### config.mk
export PLATFORM = sky130hd
export DESIGN_NAME = lbpDecode_flat
export DESIGN_NICKNAME = d
export VERILOG_FILES = /design/src/logic/lbpPkg.sv /design/src/logic/lbpIf.sv /design/src/logic/lbpDecode.sv /design/src/flat_wrapper.sv
export SDC_FILE = /design/constraint.sdc
export NUM_CORES = 1
export LEC_CHECK = 0
export BUFFER_PORTS_ARGS = -buffer_cell sky130_fd_sc_hd__buf_2
export CORE_ASPECT_RATIO = 0.8
export CORE_MARGIN = 5
export CORE_UTILIZATION = 35
export DETAILED_ROUTE_END_ITERATION = 8
export GPL_ROUTABILITY_DRIVEN = 0
export GPL_TIMING_DRIVEN = 0
export PLACE_DENSITY_LB_ADDON = 0.3
export SYNTH_ARGS = -nofsm -noshare
export SYNTH_HDL_FRONTEND = slang
export SYNTH_SLANG_ARGS = --single-unit
### constraint.sdc
create_clock -name clk -period 1.7 [get_ports clk]
set_clock_uncertainty 0.1 [all_clocks]
set_input_delay 0.085 -clock clk [delete_from_list [all_inputs] [get_ports clk]]
set_output_delay 0.085 -clock clk [all_outputs]
set_load 0.005 [all_outputs]
### src/logic/lbpPkg.sv
`default_nettype none

package lbpPkg;
  localparam int pixW    = 8;
  localparam int weightW = 16;
  localparam int fracW   = 16; // q16 fraction bits.
  localparam int accW    = 24;
  localparam int radiusW = 4;
  localparam int ringN   = 8;

  localparam int halfUnit = 1 << (fracW - 1); // 0.5 in q16.

  localparam int minRadius = 2;
  localparam int maxRadius = 8;

  localparam int interpLatency = 3;
  localparam int lbpLatency    = 5; // decode + execute + result.

  localparam int angle45  = 45;
  localparam int angle135 = 135;
  localparam int angle225 = 225;
  localparam int angle315 = 315;

  typedef logic [pixW-1:0] pixelT;
  typedef logic [3:0][pixW-1:0] quadT; // e, n, w, s or a, b, c, d.
  typedef quadT [3:0] cornerT; // 45, 135, 225, 315.
  typedef logic [accW-1:0] accT;
  typedef logic [ringN-1:0][accW-1:0] ringT;

  // weights as seen from the 45 degree point.
  typedef struct packed {
    logic [weightW-1:0] wSide;
    logic [weightW-1:0] wToward;
    logic [weightW-1:0] wAway;
  } weightSet;

  localparam weightSet weightTable [minRadius:maxRadius] = '{
    '{16'h3E1D, 16'h57D8, 16'h2BEC},
    '{16'h1B4A, 16'hC5A6, 16'h03C4},
    '{16'h2463, 16'h0789, 16'hAFB0},
    '{16'h3FAD, 16'h3739, 16'h496B},
    '{16'h2F0B, 16'h92D6, 16'h0F12},
    '{16'h0C37, 16'h00A5, 16'hE6EA},
    '{16'h39B3, 16'h1E24, 16'h6E73}
  };
endpackage

`default_nettype wire

### src/logic/lbpIf.sv
`default_nettype none

// decode to execute.
interface sampleIf import lbpPkg::*; ();
  logic     valid;
  pixelT    center;
  quadT     axial;
  cornerT   corners;
  weightSet weights;

  modport producer (output valid, center, axial, corners, weights);
  modport consumer (input valid, center, axial, corners, weights);
endinterface


`default_nettype wire

### src/logic/lbpDecode.sv
`default_nettype none

module lbpDecode import lbpPkg::*; (
  input  logic               clk,
  input  logic               rst_n,
  input  logic               inValid,
  input  logic [radiusW-1:0] radius,
  input  pixelT              center,
  input  quadT               axial,
  input  cornerT             corners,
  sampleIf.producer          sample
);
  weightSet lookup;
  logic     radiusOk;

  assign radiusOk = (radius >= minRadius) && (radius <= maxRadius);

  always_comb begin
    lookup = '0; // unsupported radius gives zero diagonals.
    if (radiusOk) begin
      lookup = weightTable[radius];
    end
  end

  always_ff @(posedge clk) begin
    if (!rst_n) begin
      sample.valid   <= 1'b0;
      sample.center  <= '0;
      sample.axial   <= '0;
      sample.corners <= '0;
      sample.weights <= '0;
    end else begin
      sample.valid <= inValid;
      if (inValid) begin
        sample.center  <= center;
        sample.axial   <= axial;
        sample.corners <= corners;
        sample.weights <= lookup;
      end
    end
  end
endmodule

`default_nettype wire

### src/flat_wrapper.sv
// flat-port wrapper written by rule: the top's interface ports become plain ports
module lbpDecode_flat import lbpPkg::*;
  (clk, rst_n, inValid, radius, center, axial, corners, sample_valid, sample_center, sample_axial, sample_corners, sample_weights);
  sampleIf sample_i ();
  input  logic clk;
  input  logic rst_n;
  input  logic inValid;
  input  logic [radiusW-1:0] radius;
  input  pixelT center;
  input  quadT axial;
  input  cornerT corners;
  output wire logic [$bits(sample_i.valid)-1:0] sample_valid;
  output wire logic [$bits(sample_i.center)-1:0] sample_center;
  output wire logic [$bits(sample_i.axial)-1:0] sample_axial;
  output wire logic [$bits(sample_i.corners)-1:0] sample_corners;
  output wire logic [$bits(sample_i.weights)-1:0] sample_weights;
  assign sample_valid = sample_i.valid;
  assign sample_center = sample_i.center;
  assign sample_axial = sample_i.axial;
  assign sample_corners = sample_i.corners;
  assign sample_weights = sample_i.weights;
  lbpDecode u_core (.clk(clk), .rst_n(rst_n), .inValid(inValid), .radius(radius), .center(center), .axial(axial), .corners(corners), .sample(sample_i));
endmodule
======== After elaboration in Yosys (flattened, before gate mapping) ========
Memories as Yosys holds them, arrays and structs flattened.
Index checks and enable logic that the tools add are counted.
W data, S select, Z words.
storage, ports and cells
  bits in latches ......................... 0
  RAM bits ................................ 0
  output and inout port bits .............. 217
  word-level logic and storage cells ...... 34
  memories kept ........................... 1
  memory bits (read-only) ................. 768
  register bits ........................... 217
memories
  memory           words  width  read ports  clocked after Yosys merged registers in  wr ports  line             source
  (no name shown)  16     48     1           0                                        0         lbpDecode.sv:21  lookup = weightTable[radius];
cells by class
  reductions and logical operators ........ 1
  add/sub/neg operators ................... 0
  multiplexer cells ....................... 3
  divide/modulo/power cells ............... 0
  eq/ne operators ......................... 0
  magnitude comparators ................... 3
  $mul .................................... 0
  bitwise logic cells ..................... 1
  shifts and indexed selects .............. 0
operators with widths
  operator              count
  $mux W48              3
  $ge A5 B5 Y1 const B  1
  $not A4 Y5            1
  $ge A4 B2 Y1 const B  1
  $le A4 B4 Y1 const B  1
  $logic_and A1 B1 Y1   1

======== Logic depth before layout (Yosys ltp) ========
  word-level depth ........................ 5
  gate-level depth with buffers ........... 7
  mapped depth without buffers ............ 5

======== Worst setup path after synthesis ========
OpenSTA, ideal clock, no wires.
  path kind ............................... input to register
  start ................................... input port radius[0]
  end ..................................... register, netlist name u_core.sample.weights[44]
  arrival ................................. 1267 ps
  required time ........................... 1483 ps
  setup slack ............................. 216 ps
  setup time .............................. 117 ps
  cell stages on the path ................. 7
  path buffers ............................ 2
  cell sequence ........................... inv_1 > ha_1 > or3_1 > buf_6 > a22oi_4 > buf_6 > o21ai_2
between the ends
  word-level cells in the longest chain between the ends .. 5
ends and longest elaborated chain
  item                                          line               source
  start: declaration                            flat_wrapper.sv:8  input logic [radiusW-1:0] radius;
  $not A4 Y5 (implied by the code)              lbpDecode.sv:21
  $mem_v2 Z16 W48                               --
  $mux W48 (implied by the code) (2 in series)  lbpDecode.sv:21
  $mux W48 (*)                                  lbpDecode.sv:20    if (radiusOk) begin
Mark *: on every way between the ends. The rest lies on a longest branch, timed or not. The select of a mux whose other input is x is not followed.
A chain may end at the register's enable or synchronous reset.

======== Worst setup path in the final report ========
  start ................................... input port radius[2]
  end ..................................... register, netlist name u_core.sample.weights[4]
between the ends
  word-level cells in the longest chain between the ends .. 5
ends and longest elaborated chain
  item                                          line
  $not A4 Y5 (implied by the code)              lbpDecode.sv:21
  $mem_v2 Z16 W48                               --
  $mux W48 (implied by the code) (2 in series)  lbpDecode.sv:21
  $mux W48 (*)                                  lbpDecode.sv:20
Marks and branches as above.

==> metrics <==
outcome finished clean; most numerous cell in the Yosys netlist dfxtp_1; area leader, netlist dfxtp_1; Area contributors post-synth dfxtp_1 (51%), mux2i_1 (21%), nor2b_1 (14%); DRC viols 0; Crit Path Max Fanout 10; clk slew on worst S/H paths 0.06 ns; Netlist cell types 36; row count 49; first-pass GRT wire length 42.7 mm; Slew @ Worst Pin 0.605 ns; Psw 2.81 mW; Sw Share 0.241; synthesized area per cell 10.9 µm²; Slowest Stage Delay on Critical Path 0.53 ns; Synth Cell Area 0.00809 mm²; final net count 1,514; IO buf count 387; largest net degree at the start of global routing 14; min Tclk post-route 1.60 ns; Final HPWL DP 19.0 mm; final hold violation count 0; area grow syn2layout 58.9%; Slew headroom 0.595; initial core utilization 0.358; Worst Hold Depth 3; Vias 7,378; die footprint 0.0263 mm²; cell repeated most along the worst path buf_6; internal cell power 8.85 mW; drt total wl 26.9 mm; Num CTS Buffers 23; CP endpoint kind flop; Filler Cell Count 1,902; Leak 6.42 nW; Primary FF master, synth dfxtp_1; synthesized flop and latch total 207; Post-DRT Antenna Nets 0; initial antenna violation count 0; # clock sinks 207; Syn Inst Count 742; Clock Latency Late Sink 0.49 ns; post-synthesis sequential area ratio 0.512; CTS H-tree depth 1; final worst-path cycle share 0.944; Final Slew Violations 0; hold path endpoint u_core.sample.weights[26]; worst hold slack 0.0403 ns; vias in the first global route 7,860; placed inst area 0.0104 mm²; Worst VDD drop 0.704 mV; Multi-input gate area 0.00362 mm²; TritonCTS clock tree built; n_diodes 0; Worst R2R Start u_core.sample.weights[41]; R2R depth 2; Worst setup SP type primary input; worst min-delay path class in2reg; RSZ-0062 raised after global routing yes; Die W 180 µm; CP bufs+invs 4; final setup vio count 0; reg2reg end u_core.sample.weights[41]; reg2reg setup slack 0.82 ns; Clock power frac 0.397; vias per cell 4.47; CP Cell Sequence dlygate4sd3_1 > buf_2 > or3_1 > buf_6 > a22oi_4 > buf_6 > o21ai_2; Reg power frac 0.453; root buffer selected by CTS clkbuf_16; Comb power frac 0.150; critical path class in2reg; Final Total Pwr 11.7 mW; Synthesis Warnings 0; Die H 146 µm; HP Start rst_n; worst-path cell with the longest stage delay dlygate4sd3_1; Yosys top cell area share 0.512; synth cell count leaders dfxtp_1 (207), nor2b_1 (178), mux2i_1 (170), nand2_1 (29), clkbuf_1 (26); PD cells 906 mW/mm²; delay-heaviest family, CP buffers and inverters; Worst EP required 1.98 ns; clk buf depth 3; fmax 623 MHz; initial DRC count 211; Core ar. 0.0226 mm²; CP Data Arrival Time 1.89 ns; All-Layer GR Usage 0.195; EDFF count, synth 0; final instance area 0.0129 mm²; Initial DRT Pass Iterations 4; Async SR Flop Fraction 0; Finished Core Util 0.569; Post-CTS Setup Inserts 0; layout cell share with drive strength beyond 1 0.352; WL/cell 16.3 µm; area occupied by registers 0.00414 mm²; max capacitance violation total 0; grt total ovfl 0; Boundary Pins 392
==> how the worst max path moves through the flow <==
stage	from	end	slack (ns)	cells after the start
after CTS	inValid	u_core.sample.weights[38]	0.08	6
final	radius[2]	u_core.sample.weights[4]	0.1	7
after detailed placement	radius[0]	u_core.sample.weights[4]	-0.33	8
after global placement	radius[0]	u_core.sample.weights[10]	-0.33	8
after floorplan	radius[0]	u_core.sample.weights[44]	0.22	7
after global routing	inValid	u_core.sample.weights[41]	-0.007	7
==> state kept, by name (all words and copies together) (netlist names) <==
name and count:
u_core.sample.axial 32, u_core.sample.center 8, u_core.sample.corners 128, u_core.sample.valid 1, u_core.sample.weights 38
==> stage by stage <==
step,worst slack (ns),std cells,setup TNS [ns]
floorplan,0.216,744,0
global placement,-0.335,1437,-5.78
detailed placement,-0.329,1437,-5.67
CTS,0.0811,1649,0
global route,-0.00709,1649,-0.00709
finish,0.0952,1649,0
==> power by group through the flow <==
stage	Clock (mW)	Combinational, mW	Sequential [mW]
after CTS	4.78	1.74	5.27
final	4.63	1.75	5.28
after detailed placement	0	1.41	5.37
after global placement	0	1.40	5.37
after floorplan	0	0.686	5.40
after global routing	5.01	1.91	5.31
==> worst min-delay path: cells and delay by family <==
family          cells  cell delay, ns
compound gates      1            0.12
buf+inv             1            0.12
simple gates        1            0.25
==> timing repair <==
item / in CTS / in global routing
hold buffers: 173 / 0
gates resized for setup: 0 / 6
endpoints found under the setup margin: 0 / 7
endpoints found under the hold margin: 174 / 0
==> final cells by class <==
class                      count  share of cell area
timing repair buffer         560               0.285
sequential                   207               0.322
tap                          306              0.0298
clock inverter                 8             0.00564
clock buffer                  31              0.0486
multi-input combinational    468               0.282
inverter                       8             0.00233
buffer                        61              0.0246
==> layer usage <==
metal	wire length, µm	part of all wire	global-route usage	vias up
met4	843	0.031	0.0556	0
li1	-	-	-	3657
met2	13000	0.48	0.343	298
met1	10900	0.40	0.231	3369
met5	0	0	0	-
met3	2140	0.080	0.0624	54
==> cells by family (layout without fill, tap and decap cells) <==
logic type	Yosys count	after routing	share of synthesized area
adders and majority gates	10	10	0.0155
DFF	207	207	0.512
and+or+nand+nor	232	232	0.170
muxes	170	170	0.210
buffers and inverters	69	668	0.0420
AOI/OAI and AO/OA	53	53	0.0496
other	1	3	0.000463
==> layout by cell type (no fill, tap or decap), types with 3 or more instances in the layout <==
master,instances
nor3_1,3
conb_1,3
o21ai_0,9
clkbuf_16,23
nor2b_1,178
o21ai_2,11
nand2_1,29
buf_2,408
mux2i_1,170
dlygate4sd3_1,173
a21boi_0,3
clkinv_2,5
nor2_1,4
a21oi_1,8
inv_1,8
buf_4,10
nand3_1,6
o31ai_1,7
dfxtp_1,207
ha_1,10
clkbuf_1,31
a22o_1,7
Power figures use the tool's default switching activity.
