--- src/logic/lbpPkg.sv ---
`default_nettype none

package lbpPkg;
  localparam int pixW    = 8;
  localparam int weightW = 16;
  localparam int fracW   = 16; // q16 fraction bits.
  localparam int accW    = 24;
  localparam int radiusW = 4;
  localparam int ringN   = 8;

  localparam int halfUnit = 1 << (fracW - 1); // 0.5 in q16.

  localparam int minRadius = 2;
  localparam int maxRadius = 8;

  localparam int interpLatency = 3;
  localparam int lbpLatency    = 5; // decode + execute + result.

  localparam int angle45  = 45;
  localparam int angle135 = 135;
  localparam int angle225 = 225;
  localparam int angle315 = 315;

  typedef logic [pixW-1:0] pixelT;
  typedef logic [3:0][pixW-1:0] quadT; // e, n, w, s or a, b, c, d.
  typedef quadT [3:0] cornerT; // 45, 135, 225, 315.
  typedef logic [accW-1:0] accT;
  typedef logic [ringN-1:0][accW-1:0] ringT;

  // weights as seen from the 45 degree point.
  typedef struct packed {
    logic [weightW-1:0] wSide;
    logic [weightW-1:0] wToward;
    logic [weightW-1:0] wAway;
  } weightSet;

  localparam weightSet weightTable [minRadius:maxRadius] = '{
    '{16'h3E1D, 16'h57D8, 16'h2BEC},
    '{16'h1B4A, 16'hC5A6, 16'h03C4},
    '{16'h2463, 16'h0789, 16'hAFB0},
    '{16'h3FAD, 16'h3739, 16'h496B},
    '{16'h2F0B, 16'h92D6, 16'h0F12},
    '{16'h0C37, 16'h00A5, 16'hE6EA},
    '{16'h39B3, 16'h1E24, 16'h6E73}
  };
endpackage

`default_nettype wire

--- src/logic/lbpIf.sv ---
`default_nettype none


// execute to result.
interface pointIf import lbpPkg::*; ();
  logic  valid;
  pixelT center;
  ringT  samples; // q16, ring order from 0 degrees.

  modport producer (output valid, center, samples);
  modport consumer (input valid, center, samples);
endinterface

`default_nettype wire

--- src/logic/lbpResult.sv ---
`default_nettype none

module lbpResult import lbpPkg::*; (
  input  logic             clk,
  input  logic             rst_n,
  pointIf.consumer         point,
  output logic             outValid,
  output logic [ringN-1:0] lbpCode,
  output logic             uniform
);
  logic [accW:0]      biased  [ringN];
  pixelT              ringPix [ringN];
  logic [ringN-1:0]   code;
  logic [ringN-1:0]   edges;
  logic [3:0]         edgeCount;

  always_comb begin
    edgeCount = '0;
    for (int k = 0; k < ringN; k++) begin
      biased[k] = {1'b0, point.samples[k]} + (accW + 1)'(halfUnit);
      // saturate if rounding carried past 255.
      ringPix[k] = biased[k][accW] ? '1 : biased[k][accW-1:fracW];
      code[k] = ringPix[k] >= point.center;
    end
    edges = code ^ {code[0], code[ringN-1:1]}; // circular neighbour compare.
    for (int k = 0; k < ringN; k++) begin
      edgeCount = edgeCount + {3'b000, edges[k]};
    end
  end

  always_ff @(posedge clk) begin
    if (!rst_n) begin
      outValid <= 1'b0;
      lbpCode  <= '0;
      uniform  <= 1'b0;
    end else begin
      outValid <= point.valid;
      if (point.valid) begin
        lbpCode <= code;
        uniform <= edgeCount <= 4'd2;
      end
    end
  end
endmodule

`default_nettype wire

--- src/flat_wrapper.sv ---
// flat-port wrapper written by rule: the top's interface ports become plain ports
module lbpResult_flat import lbpPkg::*;
  (clk, rst_n, outValid, lbpCode, uniform, point_valid, point_center, point_samples);
  pointIf point_i ();
  input  logic clk;
  input  logic rst_n;
  output logic outValid;
  output logic [ringN-1:0] lbpCode;
  output logic uniform;
  input wire logic [$bits(point_i.valid)-1:0] point_valid;
  input wire logic [$bits(point_i.center)-1:0] point_center;
  input wire logic [$bits(point_i.samples)-1:0] point_samples;
  assign point_i.valid = point_valid;
  assign point_i.center = point_center;
  assign point_i.samples = point_samples;
  lbpResult u_core (.clk(clk), .rst_n(rst_n), .point(point_i), .outValid(outValid), .lbpCode(lbpCode), .uniform(uniform));
endmodule
--- config.mk ---
export PLATFORM = sky130hd
export DESIGN_NAME = lbpResult_flat
export DESIGN_NICKNAME = d
export VERILOG_FILES = /design/src/logic/lbpPkg.sv /design/src/logic/lbpIf.sv /design/src/logic/lbpResult.sv /design/src/flat_wrapper.sv
export SDC_FILE = /design/constraint.sdc
export NUM_CORES = 1
export LEC_CHECK = 0
export BUFFER_PORTS_ARGS = -buffer_cell sky130_fd_sc_hd__buf_2
export CAP_MARGIN = 20
export CORE_ASPECT_RATIO = 1.25
export CORE_UTILIZATION = 35
export CTS_CLUSTER_SIZE = 12
export DETAILED_ROUTE_END_ITERATION = 7
export GPL_ROUTABILITY_DRIVEN = 0
export GPL_TIMING_DRIVEN = 0
export PLACE_DENSITY = 0.77
export SETUP_SLACK_MARGIN = 0.02
export SLEW_MARGIN = 20
export SYNTH_ARGS = -nofsm -noshare
export SYNTH_HDL_FRONTEND = slang
export SYNTH_SLANG_ARGS = --single-unit
--- constraint.sdc ---
create_clock -name clk -period 9.4 [get_ports clk]
set_input_delay 0.94 -clock clk [delete_from_list [all_inputs] [get_ports clk]]
set_output_delay 0.94 -clock clk [all_outputs]
set_load 0.005 [all_outputs]
After elaboration in Yosys (flattened, before gate mapping). Cells that the tools add are included.

Input bits: 203. Flip-flop bits (word level): 10. Output and inout port bits: 10. Word-level logic and storage cells: 36.

Muxes and demuxes: 8. Magnitude comparators: 9. $add $sub $neg: 15. Bitwise logic cells: 1.

Operator list (count): 24-bit by 16-bit adder with 25-bit output (second input constant) (8); 8-bit greater-or-equal comparator (8); 8-bit two-way mux (8); 4-bit by 1-bit adder with 4-bit output (6); 8-bit XOR (1); 4-bit by 2-bit <= comparator with 1-bit output (second input constant) (1); 1-bit by 1-bit adder with 2-bit output (1).

Longest topological paths before layout. Gate-level depths: netlist (run 1).

Word-level depth: 12. Gate-level depth with buffers: 22. Depth with buffers taken out: 22.

Worst setup path after synthesis (run 1). No wires, ideal clock.

Kind: input-to-reg. Start point: in point_samples[17]. End point: reg u_core.uniform. Arrival time: 5.476 ns. Data required time: 9.324 ns. Library setup time: 0.076 ns. Stages on the path: 20. Slack: 3.848 ns. Path through: and3_1 and3_4 and2_4 nand2b_1 mux2_4 ha_1 and4_4 a221o_1 a21oi_2 xor2_1 ha_1 inv_1 fa_1 fa_1 inv_1 fa_1 fa_1 o21ai_0 nand3_1 a21boi_0.

Word-level cells in the longest chain between the ends: 12.

Ends and longest elaborated chain: start: declaration (RTL line flat_wrapper.sv:12) `input wire logic [$bits(point_i.samples)-1:0] point_samples;`; 24-bit by 16-bit adder with 25-bit output (*) (RTL line lbpResult.sv:20) `biased[k] = {1'b0, point.samples[k]} + (accW + 1)'(halfUnit);`; 8-bit two-way mux (*) (RTL line lbpResult.sv:22) `ringPix[k] = biased[k][accW] ? '1 : biased[k][accW-1:fracW];`; 8-bit greater-or-equal comparator (*) (RTL line lbpResult.sv:23) `code[k] = ringPix[k] >= point.center;`; 8-bit XOR (*) (RTL line lbpResult.sv:25) `edges = code ^ {code[0], code[ringN-1:1]};`; 1-bit by 1-bit adder with 2-bit output (RTL line lbpResult.sv:27) `edgeCount = edgeCount + {3'b000, edges[k]};`; 4-bit by 1-bit adder with 4-bit output (5 in a row) (RTL line lbpResult.sv:27); 4-bit by 1-bit adder with 4-bit output (*) (RTL line lbpResult.sv:27); 4-bit by 2-bit <= comparator with 1-bit output (*) (RTL line lbpResult.sv:40) `uniform <= edgeCount <= 4'd2;`; end signal: assignment (RTL line lbpResult.sv:35) `uniform <= 1'b0;`; end signal: assignment (RTL line lbpResult.sv:40); end: declaration (RTL line lbpResult.sv:9) `output logic uniform`.

Every way passes the cells marked *; elsewhere a longest branch is shown, timed or not. A chain may end at the register's enable or synchronous reset.

Worst setup path after layout (run 1). Ends and elaborated chain as after synthesis.

==> results of run 1 <==
-- layout by cell type, fill, tap and decap left out, drive strengths merged --
master / instances
and3: 22
o21ai: 22
o21a: 4
ha: 75
nor2b: 16
buf: 93
mux2: 5
inv: 17
o21ba: 5
and4: 3
xor2: 23
a41oi: 1
nand2b: 1
a31o: 5
nor3: 5
a221oi: 5
mux2i: 2
nand2: 55
a21boi: 1
a31oi: 7
clkbuf: 5
a211oi: 5
dfxtp: 10
a21o: 5
a221o: 3
nand4: 5
a21oi: 27
or3: 1
fa: 4
nand3: 43
nor2: 20
o211a: 5
xnor2: 17
and2: 5
-- worst max path at each step --
| stage | slack, ns | endpoint | from | cells after the start |
|---|---|---|---|---|
| final | 3.63 | u_core.uniform | point_samples[17] | 21 |
| after global routing | 3.31 | u_core.uniform | point_samples[41] | 21 |
| after CTS | 3.61 | u_core.uniform | point_samples[17] | 21 |
| after detailed placement | 3.38 | u_core.uniform | point_samples[17] | 21 |
| after global placement | 3.57 | u_core.uniform | point_samples[17] | 21 |
| after floorplan | 3.85 | u_core.uniform | point_samples[17] | 20 |
-- power groups by stage --
| stage | combinational, mW | clock (mW) | sequential, mW |
|---|---|---|---|
| after global routing | 0.281 | 0.0764 | 0.0497 |
| final | 0.242 | 0.0732 | 0.0492 |
| after CTS | 0.244 | 0.0730 | 0.0492 |
| after global placement | 0.223 | 0 | 0.0495 |
| after detailed placement | 0.241 | 0 | 0.0499 |
| after floorplan | 0.166 | 0 | 0.0496 |
-- sequential cells by signal, summed over array words and instances, names as in the netlist --
name,cells
u_core.lbpCode,8
u_core.uniform,1
u_core.outValid,1
-- layer usage --
layer | GRT usage [%] | up-vias | part of all wire [%]
met5 | 0 | - | 0
met4 | 3.00 | 0 | 1.4
met3 | 3.05 | 14 | 4.3
li1 | - | 1778 | -
met2 | 34.7 | 84 | 51
met1 | 19.8 | 1592 | 43
-- worst min-delay path, cell delays in order (launching register included) --
cell and delay, ns:
dfxtp_1 0.31, nand2_1 0.06, a21boi_0 0.07
-- cell type report --
class / count / area [um^2]
plain buffers: 3 / 12.5
clock buffers: 3 / 75.1
fillers: 932 / 5170
inverters: 17 / 63.8
multi-input cells: 397 / 2990
flip-flops and latches: 10 / 200
well taps: 123 / 154
repair buffers: 92 / 460
-- kinds of logic after synthesis --
kind of cell,count (synthesis),share of synthesized area (%)
compound gates,95,19.6
fa+ha+maj,79,31.2
buf+inv,20,2.34
xor+xnor,40,10.7
simple gates,176,27.6
mux,7,2.45
flops,10,6.13
==> flow_summary.json, run 1 <==
{
  "status": "completed",
  "setup_tns_ns": 0,
  "hold_path.class": "reg2reg",
  "rrSetupSlack_ns": 8.65,
  "post_cts_resized": 0,
  "cp.required_ns": 9.55,
  "clk_pin_slew_ns": 0.04,
  "fin_nets": 806,
  "power_leakage_nw": 2.05,
  "grt_max_degree": 11,
  "portBuffers": 92,
  "post_cts_buffers": 0,
  "peakVddDrop_mv": 0.0883,
  "final_area_um2": 3960,
  "viasPerCell": 5.38,
  "htreeDepth": 1,
  "critPathArrivalTime_ns": 5.92,
  "p_sw_mw": 0.152,
  "clockPowerShare_pct": 20.1,
  "core-area_um2": 9130,
  "die_x_um": 88.4,
  "totalPowerFinal_mw": 0.364,
  "hold_start": "u_core.uniform",
  "critical_path.startpoint_type": "input port",
  "wire_per_inst_um": 13.1,
  "swShare_pct": 41.6,
  "start_util_pct": 35.8,
  "synthTopCellsByArea": "ha_1 (29%), nand3_1 (6.6%), nand2_1 (6.3%), xor2_1 (6.2%), dfxtp_1 (6.1%)",
  "dp_slack_ns": 3.38,
  "place_area_um2": 3880,
  "async_flop_share_pct": 0,
  "synth_edf_count": 0,
  "cp_slowest_cell": "fa_1",
  "synth.distinct_cells": 43,
  "hold_ws_ns": 0.498,
  "worstSetupPathType": "in2reg",
  "worstHoldPathCells": 2,
  "hold_buffers": 0,
  "reg2reg_to": "u_core.lbpCode[4]",
  "place_inst": 642,
  "grt_overflow": 0,
  "grtUsageTotal_pct": 17.7,
  "drtIter0Drc": 112,
  "yosys.area.top_type": "ha_1",
  "fin_worst_skew_ns": 0,
  "dr_total_vias": 3468,
  "pwr_density_cell_nw_per_um2": 92.1,
  "postRouteAntennaNets": 0,
  "crit_top_cell": "fa_1",
  "fin_crit_ns": 5.77,
  "drcViolationCount": 0,
  "cts_tree": "done",
  "min_to": "u_core.uniform",
  "slowest_delay_ns": 0.54,
  "root_buffer": "clkbuf_16",
  "hold_viol": 0,
  "setup_viol": 0,
  "synth_fp_nets": 709,
  "r2r_start": "u_core.lbpCode[4]",
  "grt_pass1_wl_mm": 13.7,
  "antennaDiodeCount": 0,
  "postSynthAreaPerCell_um2": 7.65,
  "cts_buffer_depth": 2,
  "syn_to_final_growth_pct": 21.1,
  "die_y_um": 110,
  "yosysMostFrequentCell": "ha_1",
  "row_count": 39,
  "seq_area_frac_synth_pct": 6.13,
  "synth_top_area_share_pct": 28.7,
  "dr.pass1.iters": 4,
  "reg2reg_depth": 2,
  "netlist_area_um2": 3270,
  "slew_headroom_pct": 66.8,
  "fin_crit_sh_pct": 61.3,
  "grt_pass1_vias": 3286,
  "die-area_um2": 9730,
  "rsz0062_at_grt": "false",
  "share_comb_of_total_power_pct": 66.4,
  "dp_hpwl_mm": 6.97,
  "ioPinCount": 213,
  "seqPwrFrac_pct": 13.5,
  "worst_slew_pin_slew_ns": 0.498,
  "drive_gt1_share_pct": 23.9,
  "synth-main-ff-cell": "dfxtp_1",
  "finalWorstSetupSlack_ns": 3.63,
  "antenna_found_initial": 0,
  "synthCells": 427,
  "synth_common_cells": "ha_1 (75), nand2_1 (55), nand3_1 (43), a21oi_1 (24), xor2_1 (23)",
  "wl_mm": 8.44,
  "synth-seq-cells": 10,
  "fin_cells": 645,
  "cp.buffers_inverters": 3,
  "yosysWarnings": 0,
  "cts_buffers": 3,
  "critical_path.endpoint_type": "register",
  "fmax_ghz": 0.173,
  "utilization_pct": 43.4,
  "path_max_fanout": 4,
  "crit_chain": "buf_2 > and3_1 > and3_4 > and2_4 > nand2b_1 > mux2_4 > ha_1 > and4_4 > a221o_1 > a21oi_2 > xor2_1 > ha_1 > inv_1 > fa_1 > fa_1 > inv_1 > fa_1 > fa_1 > o21ai_0 > nand3_1 > a21boi_0",
  "cts_sinks": 10,
  "clock_latency_ns": 0.23,
  "crit_family": "adder cells",
  "cap_viol_max_count": 0,
  "drv_slew": 0,
  "intPower_mw": 0.213
}
No activity file was read; power rests on OpenSTA's default activity.
==> run 2, diff against run 1 <==
Settings changed: ABC_AREA from default to 1, PLACE_DENSITY 0.77 to 0.75.
Clock period 9.4 ns to 5.7 ns, I/O delays scaled along.
==> run 2 against run 1 <==
Effect of this change: setup slack lost 2.7 ns; largest cell class unchanged; global-route usage shrank 1.4 points; sequential power grew 66%; die area grew 17%; clock-buffer cell count grew 1; largest power group unchanged.
==> flow_summary.json, run 2 <==
{
  "die-area_um2": 11300,
  "clock_latency_ns": 0.24,
  "pwr_density_cell_nw_per_um2": 137,
  "post_cts_buffers": 0,
  "cts_tree": "done",
  "status": "completed",
  "start_util_pct": 36.0,
  "grt_max_degree": 11,
  "critPathArrivalTime_ns": 4.90,
  "portBuffers": 91,
  "core-area_um2": 10600,
  "synth.distinct_cells": 30,
  "hold_path.class": "reg2reg",
  "netlist_area_um2": 3820,
  "grt_pass1_wl_mm": 14.9,
  "critical_path.endpoint_type": "register",
  "reg2reg_depth": 4,
  "drtIter0Drc": 93,
  "die_x_um": 95.4,
  "synthCells": 682,
  "root_buffer": "clkbuf_16",
  "clk_pin_slew_ns": 0.04,
  "worstSetupPathType": "in2reg",
  "rsz0062_at_grt": "false",
  "fin_crit_ns": 4.73,
  "fillCellCount": 1161,
  "yosysMostFrequentCell": "nand2_1",
  "dp_hpwl_mm": 7.58,
  "antennaDiodeCount": 0,
  "viasPerCell": 4.61,
  "hold_viol": 0,
  "multi_input_area_um2": 3170,
  "yosys.area.top_type": "ha_1",
  "drv_slew": 0,
  "final_area_um2": 4530,
  "syn_to_final_growth_pct": 18.6,
  "wire_per_inst_um": 9.92,
  "grtUsageTotal_pct": 16.3,
  "peakVddDrop_mv": 0.0864,
  "dr.pass1.iters": 4,
  "synthTopCellsByArea": "ha_1 (25%), nand2_1 (23%), inv_1 (11%), nand3_1 (7.3%), nor2_1 (6.9%)",
  "totalPowerFinal_mw": 0.621,
  "top_regs": "u_core.lbpCode (8), u_core.outValid (1), u_core.uniform (1)",
  "drive_gt1_share_pct": 16.3,
  "grt_overflow": 0,
  "synth-seq-cells": 10,
  "seq_area_frac_synth_pct": 5.24,
  "worst_slew_pin_slew_ns": 0.524,
  "synth_top_area_share_pct": 24.6,
  "critical_path.startpoint_type": "input port",
  "top_register": "u_core.lbpCode",
  "drcViolationCount": 0,
  "place_area_um2": 4440,
  "fin_nets": 1060,
  "wl_mm": 9.02,
  "synth_fp_nets": 964,
  "setup_tns_ns": 0,
  "fin_crit_sh_pct": 83.0,
  "cap_viol_max_count": 0,
  "synth_edf_count": 0,
  "post_cts_resized": 0,
  "postRouteAntennaNets": 0,
  "path_max_fanout": 3,
  "final_cell_mix": "nand2_1 (234), inv_1 (114), buf_2 (93)",
  "grt_pass1_vias": 3580,
  "setup_viol": 0,
  "largest_reg_flops": 8,
  "synth-main-ff-cell": "dfxtp_1",
  "layout_commonest_cell": "nand2_1",
  "die_y_um": 119,
  "fmax_ghz": 0.211,
  "cts_sinks": 10,
  "slew_headroom_pct": 65.0,
  "htreeDepth": 1,
  "regArea_um2": 200,
  "cts_buffer_depth": 2,
  "cts_buffers": 3,
  "dr_total_vias": 4190,
  "async_flop_share_pct": 0,
  "worstHoldPathCells": 2,
  "hold_buffers": 0,
  "antenna_found_initial": 0,
  "ioPinCount": 213,
  "cp.required_ns": 5.87,
  "postSynthAreaPerCell_um2": 5.60,
  "row_count": 42,
  "yosysWarnings": 0,
  "fin_worst_skew_ns": 0,
  "power_leakage_nw": 2.80,
  "synth_common_cells": "nand2_1 (234), inv_1 (114), ha_1 (75), nor2_1 (70), nand3_1 (56)"
}
## run 2: cell types whose count changed after synthesis, sizes merged, moves of 12 or more
cell,before,now
and3,22,0
inv,17,118
nand2,55,237
nand3,43,58
nor2,20,77
nor2b,16,0
or2,0,14
xnor2,17,5
xor2,23,2
## run 2: critical path, cell delays in order
cell and delay [ns]:
buf_2 0.10, ha_1 0.16, nand3_1 0.10, inv_1 0.08, nand3_1 0.11, o21ai_0 0.16
nand3_1 0.12, ha_1 0.32, a21oi_1 0.15, nand2_1 0.09, a21oi_1 0.25, nand2_1 0.09
nand2_1 0.08, ha_1 0.22, inv_1 0.08, fa_1 0.41, fa_1 0.55, inv_1 0.06
fa_1 0.45, fa_1 0.44, a22oi_1 0.17, nand2_1 0.07, a21oi_1 0.11
## run 2: cells by family after synthesis
family | after synthesis | synth area share (%)
and+or+nand+nor | 408 | 46.6
buffers and inverters | 120 | 11.9
adders and majority gates | 79 | 26.7
AOI/OAI and AO/OA | 58 | 8.03
DFF | 10 | 5.24
xor gates and xnor gates | 7 | 1.61
## run 2: layout make-up
class	instances	area share (%)
inverters	118	9.78
multi-input cells	552	69.9
flip-flops and latches	10	4.42
plain buffers	2	0.221
clock buffers	4	1.96
repair buffers	91	10.1
well taps	132	3.65
## run 2: worst paths after layout
check	start	endpoint	slack, ns
worst max-delay path	point_samples[63]	u_core.uniform	0.97
worst min register to register	u_core.uniform	u_core.uniform	0.54
worst min-delay path	u_core.uniform	u_core.uniform	0.54
worst max register to register	u_core.lbpCode[4]	u_core.lbpCode[4]	5.05
## run 2: power by group
group          total (mW)  switching, mW  internal (mW)
Combinational       0.401          0.231          0.169
Clock               0.138         0.0327          0.105
Sequential         0.0817        0.00350         0.0782
## run 2: layer usage
layer / global-route usage [%] / wire [um] / up-vias / share of wire (%)
met5: 0 / 0 / - / 0
met4: 4.10 / 119 / 0 / 1.3
met3: 0.708 / 264 / 7 / 2.9
met2: 29.7 / 4320 / 65 / 48
met1: 20.5 / 4320 / 1753 / 48
li1: - / - / 2365 / -
## run 2: metrics by stage
step / instances / hold WS (ns) / utilization [%] / setup WS, ns
floorplan: 682 / 0.514 / - / 1.14
global placement: 905 / 0.506 / 41.8 / 0.771
detailed placement: 905 / 0.521 / 41.8 / 0.721
CTS: 909 / 0.532 / 42.7 / 0.959
global route: 909 / 0.557 / 42.7 / 0.646
finish: 909 / 0.537 / 42.7 / 0.969
==> run 3, diff against run 2 <==
Settings changed: PLACE_DENSITY 0.75 to 0.77.
Clock period 5.7 ns to 4.19 ns, I/O delays scaled along.
==> run 3 against run 2 <==
Effect of this change: the flow now finishes with violations (setup timing); critical path depth is the same; sequential power grew 37%; flip-flop and latch count is the same; total power grew 43%; setup slack lost 1.1 ns; non-clock buffer count grew 3; clock-buffer cell count is the same; cell area grew 3.9%; register-to-register slack lost 1.5 ns; highest routed layer unchanged.
==> flow_summary.json, run 3 (synthesis gave the netlist of run 2 again) <==
{
  "status": "finished, violations left",
  "violations": "setup timing",
  "clk_pin_slew_ns": 0.04,
  "die-area_um2": 11300,
  "die_x_um": 95.4,
  "slowest_delay_ns": 0.49,
  "crit_top_cell": "nand2_1",
  "wl_mm": 9.43,
  "cts_buffer_depth": 2,
  "top_register": "u_core.lbpCode",
  "drv_slew": 0,
  "path_max_fanout": 4,
  "hold_buffers": 0,
  "worstSetupPathType": "in2reg",
  "hold_ws_ns": 0.402,
  "antenna_found_initial": 0,
  "postRouteAntennaNets": 0,
  "fin_crit_sh_pct": 104,
  "drcViolationCount": 0,
  "setup_viol": 1,
  "cts_tree": "done",
  "die_y_um": 119,
  "drive_gt1_share_pct": 20.8,
  "pwr_density_cell_nw_per_um2": 188,
  "core-area_um2": 10600,
  "totalPowerFinal_mw": 0.885,
  "start_util_pct": 36.0,
  "row_count": 42,
  "cp_slowest_cell": "fa_1",
  "critPathArrivalTime_ns": 4.52,
  "hold_viol": 0,
  "grt_max_degree": 11,
  "layout_commonest_cell": "nand2_1",
  "crit_chain": "buf_4 > ha_4 > nand4_1 > or2_1 > nand3_1 > ha_1 > a21o_1 > nand2_1 > nand2_2 > inv_2 > nand2_2 > nand2_1 > nand2_1 > ha_1 > inv_2 > fa_1 > fa_1 > inv_1 > fa_2 > fa_1 > a22oi_1 > nand2_1 > a21oi_2",
  "fin_nets": 1063,
  "antennaDiodeCount": 0,
  "clock_latency_ns": 0.23,
  "cts_buffers": 3,
  "cp.required_ns": 4.36,
  "rsz0062_at_grt": "true",
  "largest_reg_flops": 8,
  "worst_slew_pin_slew_ns": 0.543,
  "root_buffer": "clkbuf_16",
  "critical_path.startpoint_type": "input port",
  "dr.pass1.iters": 6,
  "top_regs": "u_core.lbpCode (8), u_core.outValid (1), u_core.uniform (1)",
  "hold_path.class": "in2reg",
  "utilization_pct": 44.3,
  "fillCellCount": 1184,
  "power_leakage_nw": 2.85,
  "grt_overflow": 0,
  "cts_sinks": 10,
  "grt_pass1_vias": 3823,
  "syn_to_final_growth_pct": 23.2,
  "fin_crit_ns": 4.35,
  "peakVddDrop_mv": 0.204,
  "dr_total_vias": 4333,
  "viasPerCell": 4.75,
  "critical_path.endpoint_type": "register",
  "final_cell_mix": "nand2_1 (227), inv_1 (109), buf_2 (89)",
  "setup_tns_ns": -0.163,
  "grtUsageTotal_pct": 16.7,
  "grt_pass1_wl_mm": 15.5,
  "wire_per_inst_um": 10.3,
  "fin_worst_skew_ns": 0,
  "portBuffers": 91,
  "fmax_ghz": 0.230,
  "slew_headroom_pct": 63.8,
  "drtIter0Drc": 95,
  "ioPinCount": 213,
  "htreeDepth": 1,
  "cap_viol_max_count": 0,
  "dp_hpwl_mm": 7.77,
  "finalWorstSetupSlack_ns": -0.163
}
==> run 3: changes by cell type in the layout (fill, tap and decap cells not counted), sizes merged <==
cell,before,now
buf,93,96
==> run 3: power by group <==
group	switching, mW	internal [mW]
Sequential	0.00593	0.106
Combinational	0.339	0.246
Clock	0.0442	0.143
Total	0.389	0.496
==> run 3: through the flow <==
stage	cell area [um^2]	instances	setup WS [ns]
after floorplan	3840	682	0.0268
after global placement	4460	905	-0.387
after detailed placement	4460	905	-0.428
after CTS	4590	909	-0.0902
after global routing	4700	912	-0.427
final	4700	912	-0.163
==> run 3: metal layers <==
metal / part of all wire (%) / vias up / global-route usage (%)
li1: - / 2364 / -
met4: 1.4 / 0 / 2.52
met5: 0 / - / 0
met1: 45 / 1893 / 19.7
met3: 2.9 / 11 / 1.80
met2: 51 / 65 / 31.9
==> run 3: critical path: cells and delay by family <==
family          cells  cell delay (ns)
simple gates        9             0.91
buf+inv             4             0.28
compound gates      3             0.49
fa+ha+maj           7             2.41
==> run 3: worst paths after layout <==
path / slack [ns] / to / start / cells after the start
max: -0.16 / u_core.uniform / point_samples[40] / 23
min: 0.40 / u_core.outValid / rst_n / 3
max reg2reg: 3.50 / u_core.uniform / u_core.uniform / 2
min reg2reg: 0.55 / u_core.lbpCode[1] / u_core.lbpCode[1] / 4
==> run 3: repair_timing <==
item | 4_1_cts | 5_1_grt
buffers inserted | 0 | 3
gates resized for setup | 11 | 28
cloned | 0 | 0
pin swaps | 8 | 21
endpoints found under the setup margin | 1 | 1
==> run 3: layout make-up <==
cell class	instances	area [um^2]	share of cell area, %
tap	132	165	3.51
buffer	2	10.0	0.213
multi-input combinational	552	3310	70.3
timing repair buffer	94	488	10.4
clock buffer	4	88.8	1.89
inverter	118	443	9.42
sequential	10	200	4.26
